File: src/common/icache_geom_pkg.sv
`default_nettype none

package icache_geom_pkg;

	// address split of a 32-bit fetch address
	localparam int tag_w    = 20;
	localparam int index_w  = 6;
	localparam int offset_w = 4;

	// derived cache shape
	localparam int num_sets       = 1 << index_w;
	localparam int words_per_line = 1 << offset_w;
	localparam int num_ways       = 2;

	// cpu address as seen by every lookup
	typedef struct packed {
		logic [tag_w-1:0]    tag;
		logic [index_w-1:0]  index;
		logic [offset_w-1:0] offset;
		// always 0 for word fetches
		logic [1:0]          byte_off;
	} icache_addr_t;

	// one refill write, broadcast to both ways
	typedef struct packed {
		logic                        we;
		// target way, only that way takes the write
		logic [$clog2(num_ways)-1:0] way;
		logic [index_w-1:0]          index;
		logic [offset_w-1:0]         offset;
		logic [31:0]                 word;
		// tag to store once the line is complete
		logic [tag_w-1:0]            tag;
		// final word of the line
		logic                        last;
	} fill_wr_t;

endpackage

`default_nettype wire

File: src/rtl/icache_lookup.sv
`timescale 1ns/1ps
`default_nettype none

module icache_lookup
	import icache_geom_pkg::*;
(
	input  logic         clk,
	input  logic         rst_n,
	input  logic         cpu_re,
	input  icache_addr_t cpu_addr,
	input  logic         hit0,
	input  logic         hit1,
	input  logic [31:0]  rdata0,
	input  logic [31:0]  rdata1,
	input  logic         refill_busy,
	input  fill_wr_t     fill,
	output logic         miss,
	output logic         victim_way,
	output logic         cpu_stall,
	output logic [31:0]  cpu_rdata
);

	// one bit per set, names the least recently used way
	logic [num_sets-1:0] lru_q;
	// way that hit last accepted request
	logic sel_q;
	logic any_hit;
	logic accept;

	assign any_hit = hit0 || hit1;

	// new miss only while the refill engine is free
	assign miss      = cpu_re && !any_hit && !refill_busy;
	assign cpu_stall = miss || refill_busy;
	assign accept    = cpu_re && !cpu_stall;

	// victim for a miss on this set
	assign victim_way = lru_q[cpu_addr.index];

	always_ff @(posedge clk)
	begin
		if (!rst_n)
		begin
			lru_q <= '0;
		end
		else if (fill.we && fill.last)
		begin
			// freshly filled way is the most recent one
			lru_q[fill.index] <= ~fill.way;
		end
		else if (accept)
		begin
			// point away from the way that just hit
			lru_q[cpu_addr.index] <= ~hit1;
		end
	end

	// ram word arrives a cycle late, so the mux select does too
	always_ff @(posedge clk)
	begin
		if (!rst_n)
		begin
			sel_q <= 1'b0;
		end
		else if (accept)
		begin
			sel_q <= hit1;
		end
	end

	assign cpu_rdata = sel_q ? rdata1 : rdata0;

endmodule

`default_nettype wire

File: config.mk
export PLATFORM = sky130hd
export DESIGN_NAME = icache_lookup
export DESIGN_NICKNAME = d
export VERILOG_FILES = /design/src/common/icache_geom_pkg.sv /design/src/rtl/icache_lookup.sv
export SDC_FILE = /design/constraint.sdc
export NUM_CORES = 1
export LEC_CHECK = 0
export CORE_MARGIN = 2
export CORE_UTILIZATION = 50
export CTS_BUF_LIST = sky130_fd_sc_hd__clkbuf_16
export DETAILED_ROUTE_END_ITERATION = 10
export DONT_BUFFER_PORTS = 1
export PLACE_DENSITY = 0.66
export SYNTH_ARGS = -nofsm -noshare
export SYNTH_HDL_FRONTEND = slang
export SYNTH_SLANG_ARGS = --single-unit
File: constraint.sdc
create_clock -name clk -period 2.79 [get_ports clk]
set_input_delay 0.558 -clock clk [delete_from_list [all_inputs] [get_ports clk]]
set_output_delay 0.558 -clock clk [all_outputs]
set_load 0.05 [all_outputs]
Word level (Yosys, flattened, before mapping)

Cells that the tools add are included.

Flip-flop bits (word level): 65
Memories: 0
Input bits: 167
Logic and storage cells: 31
Bits in writable memories: 0
Latch bits: 0
Bits in read-only memories: 0
Output and inout bits: 35

Mux-type cells: 11
Magnitude comparators: 4
Shift-type cells: 0
$add $sub $neg: 0
Reduce and logical (&&, ||, !) cells: 12
Div/mod/pow operators: 0
Bitwise gates (word level): 2
Equality and inequality tests: 0
Multipliers: 0

Operators with widths:

| operator           | count |
|---|---|
| $bwmux 64          | 2 |
| $mux 64            | 2 |
| $mux 32            | 1 |
| $lt 6x7->1 const B | 2 |
| $demux 1 s6        | 2 |
| $ge 6x1->1 const B | 2 |
| $bmux 1 s6         | 1 |
| $logic_and 1x1->1  | 6 |
| $logic_not 1->1    | 3 |
| $mux 1             | 3 |
| $logic_or 1x1->1   | 2 |
| $not 1->1          | 2 |
| $reduce_bool 2->1  | 1 |

Depth between registers and ports, before layout

Depth in word-level cells: 9
Mapped depth: 8

Least setup slack after synthesis

Ideal clock, no wire load.

Path kind: input -> output
From: input port cpu_addr[6] (netlist bit)
To: output port victim_way
Required time: 2,232 ps
Cell stages on the path: 6
Arrival time: 2,155 ps
Slack: 77 ps
Cells stage by stage: buf_6 > mux4_2 > mux2_2 > nand2_1 > o2111ai_1 > nand4bb_1

Cells in the longest elaborated chain, start to end: 2

RTL lines:

| element                      | RTL line            | source |
|---|---|---|
| start, declared              | icache_lookup.sv:10 | `input icache_addr_t cpu_addr,` |
| $bmux 1 s6                   | icache_lookup.sv:38 | `assign victim_way = lru_q[cpu_addr.index];` |
| $mux 1 (not written as such) | icache_lookup.sv:38 |  |
| end, declared                | icache_lookup.sv:18 | `output logic victim_way,` |

No other way between the ends. The select of a mux whose other input is x is not followed.

Final worst setup path

From: register lru_q[43]
To: output port victim_way

Cells in the longest elaborated chain, start to end: 2

RTL lines:

| element                         | RTL line            | source |
|---|---|---|
| start, declared                 | icache_lookup.sv:24 | `logic [num_sets-1:0] lru_q;` |
| start signal, assigned by index | icache_lookup.sv:49 | `lru_q[fill.index] <= ~fill.way;` |
| start signal, assigned by index | icache_lookup.sv:54 | `lru_q[cpu_addr.index] <= ~hit1;` |
| $bmux 1 s6                      | icache_lookup.sv:38 |  |
| $mux 1 (not written as such)    | icache_lookup.sv:38 |  |

No other way between the ends. The select of a mux whose other input is x is not followed.

==> impl_metrics.csv <==
group,metric,value,unit
outcome,status,"completed",
route,drtIter0Drc,639,
synthesis,muxShareOfSynthArea,0.133,
worst_setup_path,crit_path_end_kind,"output pin",
synthesis,yosys.area_share.simple,0.144,
global_routing,grt_max_degree,66,
synthesis,synth_seq_cells,65,
synthesis,synth_edf_count,0,
clock_network,post_cts_buffers,0,
worst_setup_path,worst_r2r_path_depth,3,
floorplan,ioPinCount,202,
worst_setup_path,crit_family,"multiplexers",
synthesis,syn_nets,667,
finish,n_fill_cell,890,
power,p_total,2.50,mW
synthesis,synth_compound_area_frac,0.405,
timing,rsz0062_at_grt,"no",
finish,antennaDiodeCount,0,
global_routing,track_usage,0.331,
clock_network,cts_sinks,65,
min_path,min_path_type,"input pin to flip-flop",
floorplan,die_x,104,µm
clock_network,cts_buffer_depth,2,
clock_network,clk_pin_slew,0.06,ns
route,drtPass1Iterations,5,
timing,finClkSkew,0,ns
global_routing,grt_antenna_before_repair,0,
route,remaining_drc_errors,0,
global_routing,grt_overflow,0,
clock_network,cts_buffers,9,
worst_setup_path,crit_slowest_cell,"mux4_2",
power,power_per_cell_area,467,nW/µm²
global_routing,grt_pass1_vias,4799,
synthesis,synth_top_family_by_area,"compound AO/OA/AOI/OAI gates",
floorplan,die_h,104,µm
floorplan,rows,36,
route,ant_nets,0,
worst_setup_path,cp-start-kind,"flip-flop",
placed_design,dp_cells,601,
global_routing,grt_pass1_wl,27500,µm
worst_setup_path,reg2reg_to,"sel_q",
finish,post_layout_nonfiller_instances,617,
worst_setup_path,crit_end,"victim_way",
worst_setup_path,max_stage_delay,0.47,ns
synthesis,synth_area_per_cell,10.0,µm²
worst_setup_path,crit_start,"lru_q[43]",
placed_design,place.gp.congestion,0.920,
worst_setup_path,crit_required,2.23,ns
worst_setup_path,critical_path_peak_fanout,2,
timing,relSlewSlack,0.439,
synthesis,synth_seq_area_share,0.260,
synthesis,synth_ff_type,"dfxtp_1",
finish,drive_above_1_share,0.262,
clock_network,cts_root_buf,"clkbuf_16",
finish,syn2layout_area_growth,6.62,%
clock_network,clkLatencyLatePin,0.33,ns
worst_setup_path,arrival,2.18,ns
worst_setup_path,critPathKind,"flip-flop to output pin",
synthesis,synth_adder_area_share,0,
worst_setup_path,path_buf_inv,1,
placed_design,numPortBuffers,0,
job,drv_cap,0,
clock_network,post_cts_resized,0,
route,dr_total_vias,4962,
floorplan,die_area,10800,µm²
route,wirelength,18800,µm
finish,multiInputGateArea,3410,µm²
timing,fin_crit_sh,0.983,
clock_network,cts_hold_buf,0,
worst_setup_path,worst-path-stages,6,
timing,period_needed,2.74,ns
synthesis,yosys_warnings,0,
route,via_per_inst,8.04,
floorplan,start_util,0.515,
synthesis,ys_top_cells_by_area,"dfxtp_1, o211a_1, o221ai_1",
worst_setup_path,crit_chain,"mux4_2 > mux2_2 > nand2_1 > o2111ai_1 > nand4bb_1 > buf_4",
synthesis,synth_xor_xnor_area_share,0,
synthesis,syn-cell-area,5010,µm²
synthesis,synth_largest_area_cell,"dfxtp_1",
power,p_leak,2.55,nW
timing,tightestPinTransition,0.839,ns
finish,final_nets,646,
finish,seqCellArea,1300,µm²
placed_design,hpwl,11900,µm
synthesis,yosysUniqueCellTypes,55,
timing,setup_viol,0,
route,route.detailed.wl_per_inst,30.5,µm
power,ir_drop,0.328,mV
clock_network,htreeDepth,3,
synthesis,async_reset_ff_frac,0,
timing,fmax,365,MHz
timing,finalHoldViolCount,0,
synthesis,synth_top_area_share,0.260,
timing,setup_tns,0,ns
floorplan,core,9730,µm²
worst_setup_path,rrSetupSlack,1.81,ns
worst_setup_path,r2r-start,"sel_q",
clock_network,cts_tree,"built",
synthesis,syn_inst,500,
timing,maxSlewViolCount,0,
==> power breakdown <==
part           leakage [nW]  switching [mW]  internal (mW)
Sequential            0.524         0.00343          0.935
Clock                 0.135           0.470          0.690
Combinational          1.89           0.294          0.102
==> cells in the mapped netlist (all sizes together) (3+ instances only) <==
master	instances
dfxtp	65
a32o	63
o211a	63
o221ai	63
mux2	37
nand2	32
buf	31
clkbuf	22
nor2	17
nand3b	11
mux2i	9
nand3	8
mux4	7
nor3b	7
o21ai	6
or3b	6
nor3	5
a21oi	4
and3b	4
nor2b	4
o22ai	4
a22oi	3
and2	3
and3	3
==> placed cells by master (no fill, tap or decap), types with 4 or more instances in the layout <==
cell type and instances:
o21ai_0 5, nor3b_2 4, mux2i_1 9, or3b_2 4, a32o_1 34, a32o_2 29
mux4_2 7, nor2b_1 4, o211a_1 63, mux2_2 36, o221ai_1 63, buf_4 21
nand2_1 29, nor2_1 15, nand3b_1 11, nand3_1 8, o22ai_1 4, a21oi_1 4
and3b_1 4, clkbuf_16 9, dfxtp_1 65
==> through the flow <==
| stage | hold slack [ns] | setup WS, ns | utilization | cell area (µm²) |
|---|---|---|---|---|
| 5_1_grt | 0.343 | 0.0249 | 0.549 | 5340 |
| 6_report | 0.348 | 0.0486 | 0.549 | 5340 |
| 4_1_cts | 0.352 | 0.0798 | 0.549 | 5340 |
| 3_5_place_dp | 0.481 | 0.162 | 0.518 | 5040 |
| 2_1_floorplan | 0.463 | 0.0767 | - | 5010 |
| 3_3_place_gp | 0.477 | 0.173 | 0.518 | 5040 |
==> layer usage <==
| metal | vias up | GRT usage | part of all wire |
|---|---|---|---|
| met5 | - | 0 | 0 |
| met4 | 0 | 0.194 | 0.057 |
| met3 | 94 | 0.0727 | 0.11 |
| met2 | 384 | 0.492 | 0.44 |
| met1 | 2382 | 0.441 | 0.39 |
| li1 | 2102 | - | - |
==> cells by family after synthesis <==
group | count (synthesis)
AND/OR/NAND/NOR | 112
buffers and inverters | 54
flip-flops | 65
multiplexers | 53
AO/OA/AOI/OAI | 216
==> sequential cells by signal, summed over array words and instances, names as in the netlist <==
name   count
sel_q      1
lru_q     64
==> worst reg2reg max path: cells and delay by family, from the launching register on <==
| family | cells | cell delay (ns) |
|---|---|---|
| AO/OA/AOI/OAI | 1 | 0.13 |
| AND/OR/NAND/NOR | 1 | 0.13 |
| flip-flops | 1 | 0.31 |
| buffers and inverters | 1 | 0.35 |
==> how the worst min path moves through the flow <==
stage | startpoint | endpoint | slack (ns) | cells past startpoint
3_3_place_gp | lru_q[0] | lru_q[0] | 0.48 | 1
2_1_floorplan | lru_q[0] | lru_q[0] | 0.46 | 1
6_report | rst_n | lru_q[34] | 0.35 | 1
4_1_cts | rst_n | lru_q[34] | 0.35 | 1
3_5_place_dp | lru_q[6] | lru_q[6] | 0.48 | 1
5_1_grt | rst_n | lru_q[34] | 0.34 | 1
==> cell type report <==
cell class	instances	share of cell area
Multi-Input combinational cell	381	0.639
Sequential cell	65	0.244
Clock buffer	9	0.0422
Tap cell	133	0.0312
Timing Repair Buffer	21	0.0295
Clock inverter	7	0.0131
Inverter	1	0.000703
Power figures use the tool's default switching activity.
