`src/common/icache_geom_pkg.sv`:
```
`default_nettype none

package icache_geom_pkg;

	// address split of a 32-bit fetch address
	localparam int tag_w    = 20;
	localparam int index_w  = 6;
	localparam int offset_w = 4;

	// derived cache shape
	localparam int num_sets       = 1 << index_w;
	localparam int words_per_line = 1 << offset_w;
	localparam int num_ways       = 2;

	// cpu address as seen by every lookup
	typedef struct packed {
		logic [tag_w-1:0]    tag;
		logic [index_w-1:0]  index;
		logic [offset_w-1:0] offset;
		// always 0 for word fetches
		logic [1:0]          byte_off;
	} icache_addr_t;

	// one refill write, broadcast to both ways
	typedef struct packed {
		logic                        we;
		// target way, only that way takes the write
		logic [$clog2(num_ways)-1:0] way;
		logic [index_w-1:0]          index;
		logic [offset_w-1:0]         offset;
		logic [31:0]                 word;
		// tag to store once the line is complete
		logic [tag_w-1:0]            tag;
		// final word of the line
		logic                        last;
	} fill_wr_t;

endpackage

`default_nettype wire

```
`src/common/icache_axi_pkg.sv`:
```
`default_nettype none

package icache_axi_pkg;

	// one refill = one incr burst of full words
	localparam int burst_beats = 16;

	// read address channel, line aligned
	typedef struct packed {
		logic [31:0] addr;
	} axi_ar_t;

	// read data channel payload
	typedef struct packed {
		logic [31:0] data;
		// set on the 16th beat
		logic        last;
	} axi_r_t;

endpackage

`default_nettype wire

```
`src/rtl/icache_refill/icache_refill_fsm.sv`:
```
`timescale 1ns/1ps
`default_nettype none

module icache_refill_fsm
	import icache_geom_pkg::*;
	import icache_axi_pkg::*;
(
	input  logic         clk,
	input  logic         rst_n,
	input  logic         miss,
	input  logic         victim_way,
	input  icache_addr_t cpu_addr,
	input  logic         bus_grnt,
	input  logic         ar_ready,
	input  axi_r_t       r,
	input  logic         r_valid,
	output logic         bus_req,
	output axi_ar_t      ar,
	output logic         ar_valid,
	output logic         r_ready,
	output logic         refill_busy,
	output fill_wr_t     fill
);

	// idle, wait for grant, address phase, data phase
	typedef enum logic [1:0] {
		st_idle,
		st_req,
		st_addr,
		st_data
	} state_t;

	state_t state_q;
	state_t state_d;

	// line being refilled, captured at the miss
	logic [tag_w-1:0]   tag_q;
	logic [index_w-1:0] index_q;
	logic               way_q;

	// beat counter doubles as word offset
	logic [offset_w-1:0] beat_q;
	logic                beat_ok;
	logic                beat_last;

	// r_ready is high all through st_data, so r_valid alone moves a beat
	assign beat_ok   = (state_q == st_data) && r_valid;
	assign beat_last = (beat_q == offset_w'(burst_beats - 1));

	always_comb
	begin
		state_d = state_q;
		case (state_q)
			st_idle:
			begin
				if (miss)
				begin
					state_d = st_req;
				end
			end
			st_req:
			begin
				if (bus_grnt)
				begin
					state_d = st_addr;
				end
			end
			st_addr:
			begin
				if (ar_ready)
				begin
					state_d = st_data;
				end
			end
			st_data:
			begin
				if (beat_ok && beat_last)
				begin
					state_d = st_idle;
				end
			end
			default:
			begin
				state_d = st_idle;
			end
		endcase
	end

	always_ff @(posedge clk)
	begin
		if (!rst_n)
		begin
			state_q <= st_idle;
			beat_q  <= '0;
		end
		else
		begin
			state_q <= state_d;
			if (state_q == st_idle)
			begin
				beat_q <= '0;
			end
			else if (beat_ok)
			begin
				beat_q <= beat_q + 1'b1;
			end
		end
	end

	// refill target and victim, taken from the missing fetch
	always_ff @(posedge clk)
	begin
		if ((state_q == st_idle) && miss)
		begin
			tag_q   <= cpu_addr.tag;
			index_q <= cpu_addr.index;
			way_q   <= victim_way;
		end
	end

	// bus side, all straight from state
	assign bus_req     = (state_q != st_idle);
	assign refill_busy = (state_q != st_idle);
	assign ar_valid    = (state_q == st_addr);
	assign r_ready     = (state_q == st_data);

	// line aligned burst start
	assign ar = {tag_q, index_q, {offset_w{1'b0}}, 2'b00};

	// each accepted beat goes straight into the victim way
	always_comb
	begin
		fill        = '0;
		fill.we     = beat_ok;
		fill.way    = way_q;
		fill.index  = index_q;
		fill.offset = beat_q;
		fill.word   = r.data;
		fill.tag    = tag_q;
		fill.last   = beat_ok && beat_last;
	end

endmodule

`default_nettype wire

```
`config.mk`:
```
export PLATFORM = sky130hd
export DESIGN_NAME = icache_refill_fsm
export DESIGN_NICKNAME = d
export VERILOG_FILES = /design/src/common/icache_geom_pkg.sv /design/src/common/icache_axi_pkg.sv /design/src/rtl/icache_refill/icache_refill_fsm.sv
export SDC_FILE = /design/constraint.sdc
export NUM_CORES = 1
export LEC_CHECK = 0
export ABC_AREA = 1
export BUFFER_PORTS_ARGS = -buffer_cell sky130_fd_sc_hd__buf_2
export CAP_MARGIN = 20
export CORE_MARGIN = 4
export CORE_UTILIZATION = 30
export DETAILED_ROUTE_END_ITERATION = 8
export MAX_ROUTING_LAYER = met4
export PLACE_DENSITY = 0.66
export RECOVER_POWER = 25
export SETUP_SLACK_MARGIN = 0.4
export SYNTH_ARGS = -nofsm -noshare
export SYNTH_HDL_FRONTEND = slang
export SYNTH_SLANG_ARGS = --single-unit
```
`constraint.sdc`:
```
create_clock -name clk -period 2.2 [get_ports clk]
set_clock_uncertainty 0.15 [all_clocks]
set_input_delay 0.11 -clock clk [delete_from_list [all_inputs] [get_ports clk]]
set_output_delay 0.11 -clock clk [all_outputs]
set_load 0.1 [all_outputs]
```
Word-level counts from Yosys, hierarchy flattened
Cells that the tools add are included.
Cells by class
  equality and inequality tests: 8
  reductions and logical operators: 7
  add/sub/neg operators: 1
  bitwise logic cells: 1
  mux-type cells: 5
Operators with widths (number)
  $mux W2: 4
  $pmux W2 S4: 1
  $ne A2 B2 Y1 const B: 3
  $add A4 B1 Y4 const B: 1
  $eq A2 B2 Y1 const B: 2
  $eq A4 B4 Y1 const B: 1
  $reduce_and A4 Y1: 1
  $logic_and A1 B1 Y1: 3
  $eq A2 B1 Y1 const B: 1
  $logic_not A2 Y1: 1
  $ne A2 B1 Y1 const B: 1
  $reduce_bool A2 Y1: 1
  $reduce_or A2 Y1: 1
  $not A1 Y1: 1
Word-level totals
  output and inout port bits: 101
  flip-flop bits (word level): 33
  word-level logic and storage cells: 27
  input port bits: 72

Longest topological paths before layout
Gate-level depths: netlist of run 1.
  word-level depth: 5
  mapped depth: 8
  depth with buffers taken out: 8

Worst setup path after synthesis of run 1
Ideal clock, no wire load.
  kind: reg2out
  from: reg state_q[0]
  to: out fill[0] (netlist name)
  stages on the path, launching flop included: 4
  data required time: 1.940 ns
  slack: -0.846 ns
  arrival time: 2.786 ns
  path buffers: 0
  path through: dfxtp_1 ha_1 nand3_2 nor2_1
RTL lines
  start: declaration: RTL line icache_refill_fsm.sv:33  | state_t state_q;
  start signal: assignment: RTL line icache_refill_fsm.sv:93  | state_q <= st_idle;
  start signal: assignment: RTL line icache_refill_fsm.sv:98  | state_q <= state_d;
  end: declaration: RTL line icache_refill_fsm.sv:22  | output fill_wr_t fill

Worst setup path in the final report of run 1
  from: reg state_q[0]
  to: out refill_busy
Between the ends
  cells in the longest elaborated chain, start to end: 1
RTL lines
  $reduce_bool A2 Y1: RTL line icache_refill_fsm.sv:123  | assign refill_busy = (state_q != st_idle);
  end: declaration: RTL line icache_refill_fsm.sv:21  | output logic refill_busy,
No other way between the ends.

==> flow_summary_export.csv, run 1 <==
group,metric,value,unit
logic_synthesis,synth_most_common_cell,"buf_4",
min_path,min_path_cells,4,
route,wl,3.44,mm
power,netSwitchingFraction,0.617,
timing,drv_slew,0,
floorplan,num_rows,27,
timing,min_period,1680,ps
worst_setup_path,r2r-start,"state_q[0]$_SDFFE_PN0P_",
worst_setup_path,cp.required,1940,ps
global_routing,antenna_found_initial,0,
route,ant_nets,0,
route,via_per_inst,3.82,
global_routing,grt_pass1_vias,1134,
power,powerDensity,1610,mW/mm^2
logic_synthesis,synthTopCellsByArea,"edfxtp_1 47%, buf_4 29%, dfxtp_1 7.0%",
layout,drive_above_1_share,0.525,
timing,hold_ws,68.6,ps
layout,final_util,0.400,
floorplan,die_h,83.6,um
run_status,outcome,"completed",
place,dp_hpwl,2.65,mm
global_routing,grt_overflow,0,
worst_setup_path,r2r_cells,5,
min_path,hold_path.class,"in2reg",
worst_setup_path,critPathMaxFanout,4,
logic_synthesis,synth_edf_count,27,
floorplan,start_util,0.311,
worst_setup_path,r2r-end,"tag_q[8]$_DFFE_PP_",
logic_synthesis,synth_top_flop_cell,"edfxtp_1",
timing,min_period_over_period,0.764,
timing,setup_tns,0,ps
power,p_leak,1.02,nW
logic_synthesis,postSynthAreaPerCell,11.3,sq um
cts,numCtsBuffers,5,
cts,clk_pin_slew,70,ps
power,pwr-share-seq,0.252,
run,maxCapViolCount,0,
power,comb_power_share,0.627,
worst_setup_path,critPathKind,"reg2out",
timing,hold_viol_final,0,
floorplan,core_area,0.00551,sq mm
place,place_congestion,0.733,
route,vias,1118,
power,peakVddDrop,0.703,mV
route,drtIter0Drc,14,
floorplan,die_w,83.6,um
global_routing,grt_pass1_wl,5.42,mm
cts,clk_path_buf_depth,2,
logic_synthesis,synth_area_leader_cell,"edfxtp_1",
min_path,hold_path_end,"beat_q[1]$_SDFFE_PP0P_",
floorplan,pin_count,173,
worst_setup_path,startpoint_type,"flip-flop",
logic_synthesis,ys_async_sr_fraction,0,
cts,cts_setup_buffers,0,
logic_synthesis,netlist_instances,151,
cts,clock-root-buffer,"clkbuf_8",
cts,ctsHtreeMaxLevel,2,
power,p_switching,2.19,mW
logic_synthesis,ys_seq_elements,33,
min_path,hold_start,"r_valid",
route,wl_per_cell,11.7,um
floorplan,dieArea,0.00698,sq mm
power,pwr-share-clk,0.121,
logic_synthesis,netlist_top_cells_count,"67 x buf_4, 27 x edfxtp_1, 12 x inv_1, 11 x nor2_1, 9 x nand2_1",
worst_setup_path,r2r_slack,590,ps
logic_synthesis,yosys_warnings,0,
global_routing,grt_usage,0.0985,
cts,clock-sinks,33,
logic_synthesis,synthDistinctLibCells,19,
worst_setup_path,arrival,1420,ps
worst_setup_path,cp-end-kind,"output port",
timing,setup_violations,0,
logic_synthesis,yosysTopAreaCellShare,0.473,
power,p_int,1.36,mW
layout,area_growth,28.6,%
place,port-buffer-count,95,
route,drc,0,
layout,num-fill-cells,498,
logic_synthesis,seq_area_frac_synth,0.543,
timing,rsz0062_at_grt,"false",
timing,fmax,0.595,GHz
global_routing,grt_max_degree,28,
cts,insertion_delay,280,ps
route,dr.pass1.iters,4,
logic_synthesis,synth_area,0.00171,sq mm
cts,cts_tree,"built",
layout,n_antenna_cell,0,
layout,nets,297,
-- cell usage in the layout (no fill, tap or decap), types with 2 or more instances in the layout --
cell,instances
dlygate4sd3_1,28
dfxtp_1,2
edfxtp_1,27
clkinv_2,2
nor2_1,10
buf_2,91
clkbuf_8,5
a21oi_1,2
inv_1,11
clkinvlp_4,2
conb_1,6
nand2_1,9
dfxtp_2,4
ha_1,3
buf_4,4
nand3_1,2
ha_2,2
-- how the worst max path moves through the flow --
stage                             from                  end  slack (ps)
2_1_floorplan  state_q[0]$_SDFFE_PN0P_              fill[0]         260
3_3_place_gp   state_q[0]$_SDFFE_PN0P_  tag_q[19]$_DFFE_PP_         590
3_5_place_dp   state_q[0]$_SDFFE_PN0P_   tag_q[7]$_DFFE_PP_         570
4_1_cts        state_q[1]$_SDFFE_PN0P_              fill[0]         470
5_1_grt        state_q[0]$_SDFFE_PN0P_          refill_busy         400
6_report       state_q[0]$_SDFFE_PN0P_          refill_busy         520
-- final cells by class --
class | count | area, sq um | area share
clock buffers | 5 | 68.8 | 0.0312
multi-input cells | 44 | 265 | 0.120
repair buffers | 124 | 777 | 0.353
inverters | 12 | 48.8 | 0.0221
well taps | 72 | 90.1 | 0.0409
clock inverters | 3 | 17.5 | 0.00795
flip-flops and latches | 33 | 936 | 0.425
-- cells by family (layout without fill, tap and decap cells) --
kind of cell | count (synthesis) | after routing | synth area share
buf+inv | 79 | 144 | 0.320
fa+ha+maj | 5 | 5 | 0.0365
flops | 33 | 33 | 0.543
other cells | 1 | 6 | 0.00219
simple gates | 27 | 27 | 0.0694
xor+xnor | 1 | 1 | 0.00511
compound gates | 5 | 5 | 0.0234
-- flip-flops by register name, indices dropped and copies added (netlist names) --
signal   count
tag_q       20
index_q      6
beat_q       4
state_q      2
way_q        1
-- repair_timing --
item                       4_1_cts  5_1_grt
hold endpoints to repair        31        0
hold buffers                    28        0
setup endpoints to repair        4        1
gates resized for setup          4        1
-- critical path, cell delays in order (launching register included) --
cell and delay, ps:
dfxtp_1 390, inv_1 80, ha_1 260, clkinvlp_4 110, buf_4 290
-- power groups by stage --
stage | registers, mW | clock network [mW] | logic, mW
final | 0.894 | 0.431 | 2.23
after global placement | 0.901 | 0 | 2.18
after CTS | 0.895 | 0.459 | 2.25
after floorplan | 1.54 | 0 | 1.68
after global routing | 0.910 | 0.487 | 2.31
after detailed placement | 0.909 | 0 | 2.19
-- layer usage --
metal  wire, um  part of all wire  vias to the layer above  track usage
met1       1290              0.37                      481       0.0962
li1           -                 -                      546            -
met3        500              0.15                       10       0.0671
met4         36             0.010                        0       0.0322
met5          0                 0                        -            -
met2       1610              0.47                       81        0.157
-- per-stage QoR --
step | area (sq um) | instances | power [mW] | worst slack (ps)
finish | 2200 | 293 | 3.55 | 519
global route | 2200 | 293 | 3.71 | 403
CTS | 2200 | 293 | 3.60 | 469
global placement | 1820 | 257 | 3.08 | 586
detailed placement | 1820 | 257 | 3.10 | 573
floorplan | 1750 | 156 | 3.22 | 257
Power figures use the tool's default switching activity.
==> run 2: changes to the inputs <==
Settings changed: PLACE_DENSITY 0.66 to 0.68.
Clock period 2.2 ns to 1.4 ns, I/O delays scaled along.
==> flow_summary_export.csv, run 2 (same netlist as run 1, synthesis figures left out) <==
group,metric,value,unit
run_status,outcome,"finished, violations left",
run_status,violations,"negative setup slack",
timing,rsz0062_at_grt,"true",
power,peakVddDrop,1.56,mV
cts,insertion_delay,280,ps
worst_setup_path,cpLargestDelayFamily,"buffers and inverters",
worst_setup_path,critical_path_cell_count,5,
timing,hold_ws,25.5,ps
place,port-buffer-count,95,
worst_setup_path,startpoint_type,"flip-flop",
worst_setup_path,crit_chain,"inv_4, ha_4, buf_6, clkinvlp_4, buf_12",
layout,final_common_cell,"buf_12",
power,p_switching,4.21,mW
cts,ctsHtreeMaxLevel,2,
route,dr.pass1.iters,3,
cts,clk_pin_slew,70,ps
global_routing,grt_pass1_vias,1471,
timing,min_period_over_period,1.07,
timing,drv_slew,0,
power,pwr-share-seq,0.213,
worst_setup_path,arrival,1270,ps
power,comb_power_share,0.698,
timing,worstMarginPinSlew,1170,ps
worst_setup_path,cp-end-kind,"output port",
min_path,min_path_cells,4,
floorplan,start_util,0.311,
worst_setup_path,critPathKind,"reg2out",
power,netSwitchingFraction,0.552,
timing,setup_violations,9,
layout,largest_reg_flops,20,
timing,fin_ws,-93.3,ps
floorplan,die_w,83.6,um
global_routing,grt_overflow,0,
route,drtIter0Drc,22,
cts,clock-root-buffer,"clkbuf_8",
global_routing,grt_max_degree,28,
timing,fmax,0.670,GHz
run,maxCapViolCount,0,
worst_setup_path,r2r_cells,9,
cts,clock-sinks,33,
place,dp_hpwl,2.56,mm
layout,top_register,"tag_q",
cts,numCtsBuffers,5,
worst_setup_path,critPathMaxFanout,4,
layout,area_growth,102,%
route,ant_nets,0,
power,pwr-share-clk,0.089,
layout,mostFrequentLayoutCells,"64 x buf_12, 32 x buf_2, 30 x clkbuf_1, 28 x dlygate4sd3_1, 27 x edfxtp_1",
worst_setup_path,r2r_slack,-90,ps
power,power,7.64,mW
layout,num-fill-cells,406,
timing,timing.slew.headroom,0.223,
layout,n_antenna_cell,0,
min_path,hold_path.class,"in2reg",
worst_setup_path,crit_buf_inv,4,
worst_setup_path,slowest_stage,"dfxtp_4",
route,vias,1353,
timing,min_period,1490,ps
layout,top_regs,"tag_q (20), index_q (6), beat_q (4)",
floorplan,pin_count,173,
power,powerDensity,2200,mW/mm^2
global_routing,antenna_found_initial,0,
route,wl,4.96,mm
global_routing,grt_usage,0.141,
power,p_int,3.42,mW
global_routing,grt_pass1_wl,7.66,mm
worst_setup_path,cp.required,1180,ps
layout,drive_above_1_share,0.540,
route,wl_per_cell,14.8,um
place,place_congestion,0.748,
cts,cts_tree,"built",
worst_setup_path,max_stage_delay,390,ps
floorplan,num_rows,27,
floorplan,dieArea,0.00698,sq mm
cts,clk_path_buf_depth,2,
timing,hold_viol_final,0,
floorplan,die_h,83.6,um
route,drc,0,
timing,setup_tns,-459,ps
layout,nets,339,
floorplan,core_area,0.00551,sq mm
route,via_per_inst,4.04,
power,p_leak,1.46,nW
-- run 2: changes by cell type in the layout (fill, tap and decap cells not counted), sizes merged --
cell,before,now
clkbuf,5,38
buf,96,106
inv,11,10
-- run 2: worst paths after layout --
kind,to,startpoint
max,refill_busy,state_q[1]$_SDFFE_PN0P_
min,beat_q[1]$_SDFFE_PP0P_,r_valid
max reg2reg,state_q[0]$_SDFFE_PN0P_,state_q[0]$_SDFFE_PN0P_
min reg2reg,beat_q[0]$_SDFFE_PP0P_,beat_q[0]$_SDFFE_PP0P_
-- run 2: through the flow --
step / worst slack (ps) / utilization / instance area, sq um / std cells
2_1_floorplan: -245 / - / 2150 / 156
3_3_place_gp: 40.7 / 0.362 / 1990 / 258
3_5_place_dp: 3.53 / 0.362 / 1990 / 258
4_1_cts: -108 / 0.657 / 3620 / 333
5_1_grt: -154 / 0.630 / 3470 / 335
6_report: -93.3 / 0.630 / 3470 / 335
-- run 2: power by group through the flow --
stage / Sequential, mW / Clock (mW) / Combinational, mW
2_1_floorplan: 2.52 / 0 / 3.09
3_3_place_gp: 1.44 / 0 / 3.82
3_5_place_dp: 1.45 / 0 / 3.83
4_1_cts: 1.61 / 0.712 / 5.28
5_1_grt: 1.65 / 0.763 / 5.47
6_report: 1.63 / 0.677 / 5.33
-- run 2: layout make-up --
class	count	area, sq um	share of cell area
timing repair buffer	166	1940	0.558
sequential	33	953	0.275
multi-input combinational	44	345	0.0996
tap	72	90.1	0.0260
clock buffer	6	72.6	0.0209
inverter	12	60.1	0.0173
clock inverter	2	10.0	0.00289
-- run 2: worst reg2reg max path, delay by kind of cell, from the launching register on --
kind	cells	cell delay, ps
AND/OR/NAND/NOR	5	440
flip-flops	1	390
buffers and inverters	3	230
adder cells (fa/ha/maj)	1	170
-- run 2: repair_timing --
action                                 4_1_cts  5_1_grt
hold buffers                                60        0
pin swaps                                    5        8
resized for setup                          237      103
endpoints found under the hold margin       63        0
setup endpoints to repair                   96      128
buffers inserted                             7        2
cloned                                       0        0
-- run 2: routing by layer --
layer  GRT usage  vias up  wire (um)
met3      0.0523        2        554
met2       0.242      115       2570
li1            -      636          -
met1       0.159      600       1820
met4      0.0234        0         14
met5           -        -          0
==> run 3: changes to the inputs <==
Settings changed: CTS_BUF_LIST set to sky130_fd_sc_hd__clkbuf_4 sky130_fd_sc_hd__clkbuf_8.
==> flow_summary_export.csv, run 3 (same netlist as run 1, synthesis figures left out) <==
group,metric,value,unit
min_path,hold_path.class,"in2reg",
timing,fin_ws,-93.2,ps
cts,insertion_delay,280,ps
timing,drv_slew,0,
worst_setup_path,critPathMaxFanout,4,
cts,clock-sinks,33,
cts,cts_tree,"built",
worst_setup_path,crit_buf_inv,4,
worst_setup_path,cpLargestDelayFamily,"buffers and inverters",
layout,n_antenna_cell,0,
route,drc,0,
global_routing,grt_overflow,0,
floorplan,pin_count,173,
route,via_per_inst,4.03,
floorplan,start_util,0.311,
power,p_leak,1.46,nW
route,wl,4.97,mm
layout,mostFrequentLayoutCells,"64 x buf_12, 32 x buf_2, 29 x clkbuf_1, 28 x dlygate4sd3_1, 27 x edfxtp_1",
timing,fmax,0.670,GHz
timing,worstMarginPinSlew,1170,ps
worst_setup_path,crit_chain,"inv_4, ha_4, buf_6, clkinvlp_4, buf_12",
worst_setup_path,critPathKind,"reg2out",
worst_setup_path,cp-end-kind,"output port",
power,power,7.65,mW
timing,min_period,1490,ps
layout,drive_above_1_share,0.544,
layout,nets,339,
cts,ctsHtreeMaxLevel,2,
run_status,violations,"negative setup slack",
global_routing,grt_pass1_wl,7.71,mm
power,peakVddDrop,1.57,mV
floorplan,num_rows,27,
cts,clock-root-buffer,"clkbuf_8",
worst_setup_path,cp.required,1180,ps
layout,top_regs,"tag_q (20), index_q (6), beat_q (4)",
layout,final_common_cell,"buf_12",
worst_setup_path,startpoint_type,"flip-flop",
floorplan,die_h,83.6,um
run,maxCapViolCount,0,
worst_setup_path,max_stage_delay,390,ps
place,port-buffer-count,95,
timing,timing.slew.headroom,0.223,
route,vias,1350,
floorplan,die_w,83.6,um
cts,clk_pin_slew,70,ps
timing,rsz0062_at_grt,"true",
route,drtIter0Drc,26,
layout,largest_reg_flops,20,
place,place_area,0.00199,sq mm
run_status,outcome,"finished, violations left",
timing,hold_viol_final,0,
layout,fin_area,0.00347,sq mm
floorplan,dieArea,0.00698,sq mm
route,dr.pass1.iters,3,
power,powerDensity,2210,mW/mm^2
global_routing,grt_pass1_vias,1474,
global_routing,antenna_found_initial,0,
layout,final_util,0.630,
place,dp_hpwl,2.56,mm
layout,top_register,"tag_q",
layout,num-fill-cells,408,
global_routing,grt_max_degree,28,
layout,area_growth,103,%
worst_setup_path,slowest_stage,"dfxtp_4",
worst_setup_path,arrival,1270,ps
timing,setup_violations,9,
global_routing,grt_usage,0.142,
route,wl_per_cell,14.8,um
cts,clk_path_buf_depth,2,
cts,numCtsBuffers,5,
timing,min_period_over_period,1.07,
timing,setup_tns,-458,ps
floorplan,core_area,0.00551,sq mm
route,ant_nets,0,
place,place_congestion,0.748,
[run 3: per-stage QoR]
stage | std cells | setup WS [ps] | hold WS, ps
2_1_floorplan | 156 | -245 | 18.9
3_3_place_gp | 258 | 40.7 | -9.32
3_5_place_dp | 258 | 3.53 | -9.32
4_1_cts | 333 | -108 | 14.9
5_1_grt | 335 | -154 | 35.5
6_report | 335 | -93.2 | 25.4
[run 3: path summary, 6_finish.rpt]
path / start / endpoint / slack, ps / depth (start not counted)
worst min-delay path: r_valid / beat_q[1]$_SDFFE_PP0P_ / 30 / 4
worst min register to register: beat_q[0]$_SDFFE_PP0P_ / beat_q[0]$_SDFFE_PP0P_ / 380 / 2
worst max register to register: state_q[0]$_SDFFE_PN0P_ / state_q[0]$_SDFFE_PN0P_ / -90 / 9
worst max-delay path: state_q[1]$_SDFFE_PN0P_ / refill_busy / -90 / 5
[run 3: area by class of cell]
class / instances / area (sq um) / area share
Clock inverter: 2 / 10.0 / 0.00288
Inverter: 12 / 60.1 / 0.0173
Timing Repair Buffer: 166 / 1940 / 0.558
Clock buffer: 6 / 76.3 / 0.0220
Multi-Input combinational cell: 44 / 345 / 0.0995
Tap cell: 72 / 90.1 / 0.0260
Sequential cell: 33 / 953 / 0.275
[run 3: timing repair]
item,CTS,global route
setup endpoints to repair,96,128
pin swaps,5,8
gates resized for setup,237,103
hold buffers,60,0
hold endpoints to repair,63,0
setup buffers,7,2
[run 3: per-layer routing]
metal,routed length (um),share of wire,GRT usage,vias up
li1,-,-,-,636
met1,1820,0.37,0.162,597
met2,2580,0.52,0.242,115
met3,554,0.11,0.0523,2
met4,14,0.0028,0.0234,0
met5,0,0,-,-
[run 3: worst register-to-register path, stage by stage, from the launching register on]
cell     delay, ps
dfxtp_4        390
inv_4           50
buf_4          130
ha_4           170
inv_2           50
nor2_1          40
nor2_2         170
nand3_1        100
nand2_1         80
nor2_1          50
[run 3: power breakdown]
group,switching [mW],internal (mW),total [mW]
combinational,3.59,1.75,5.33
clock,0.332,0.364,0.695
sequential,0.296,1.33,1.63
total,4.21,3.44,7.65
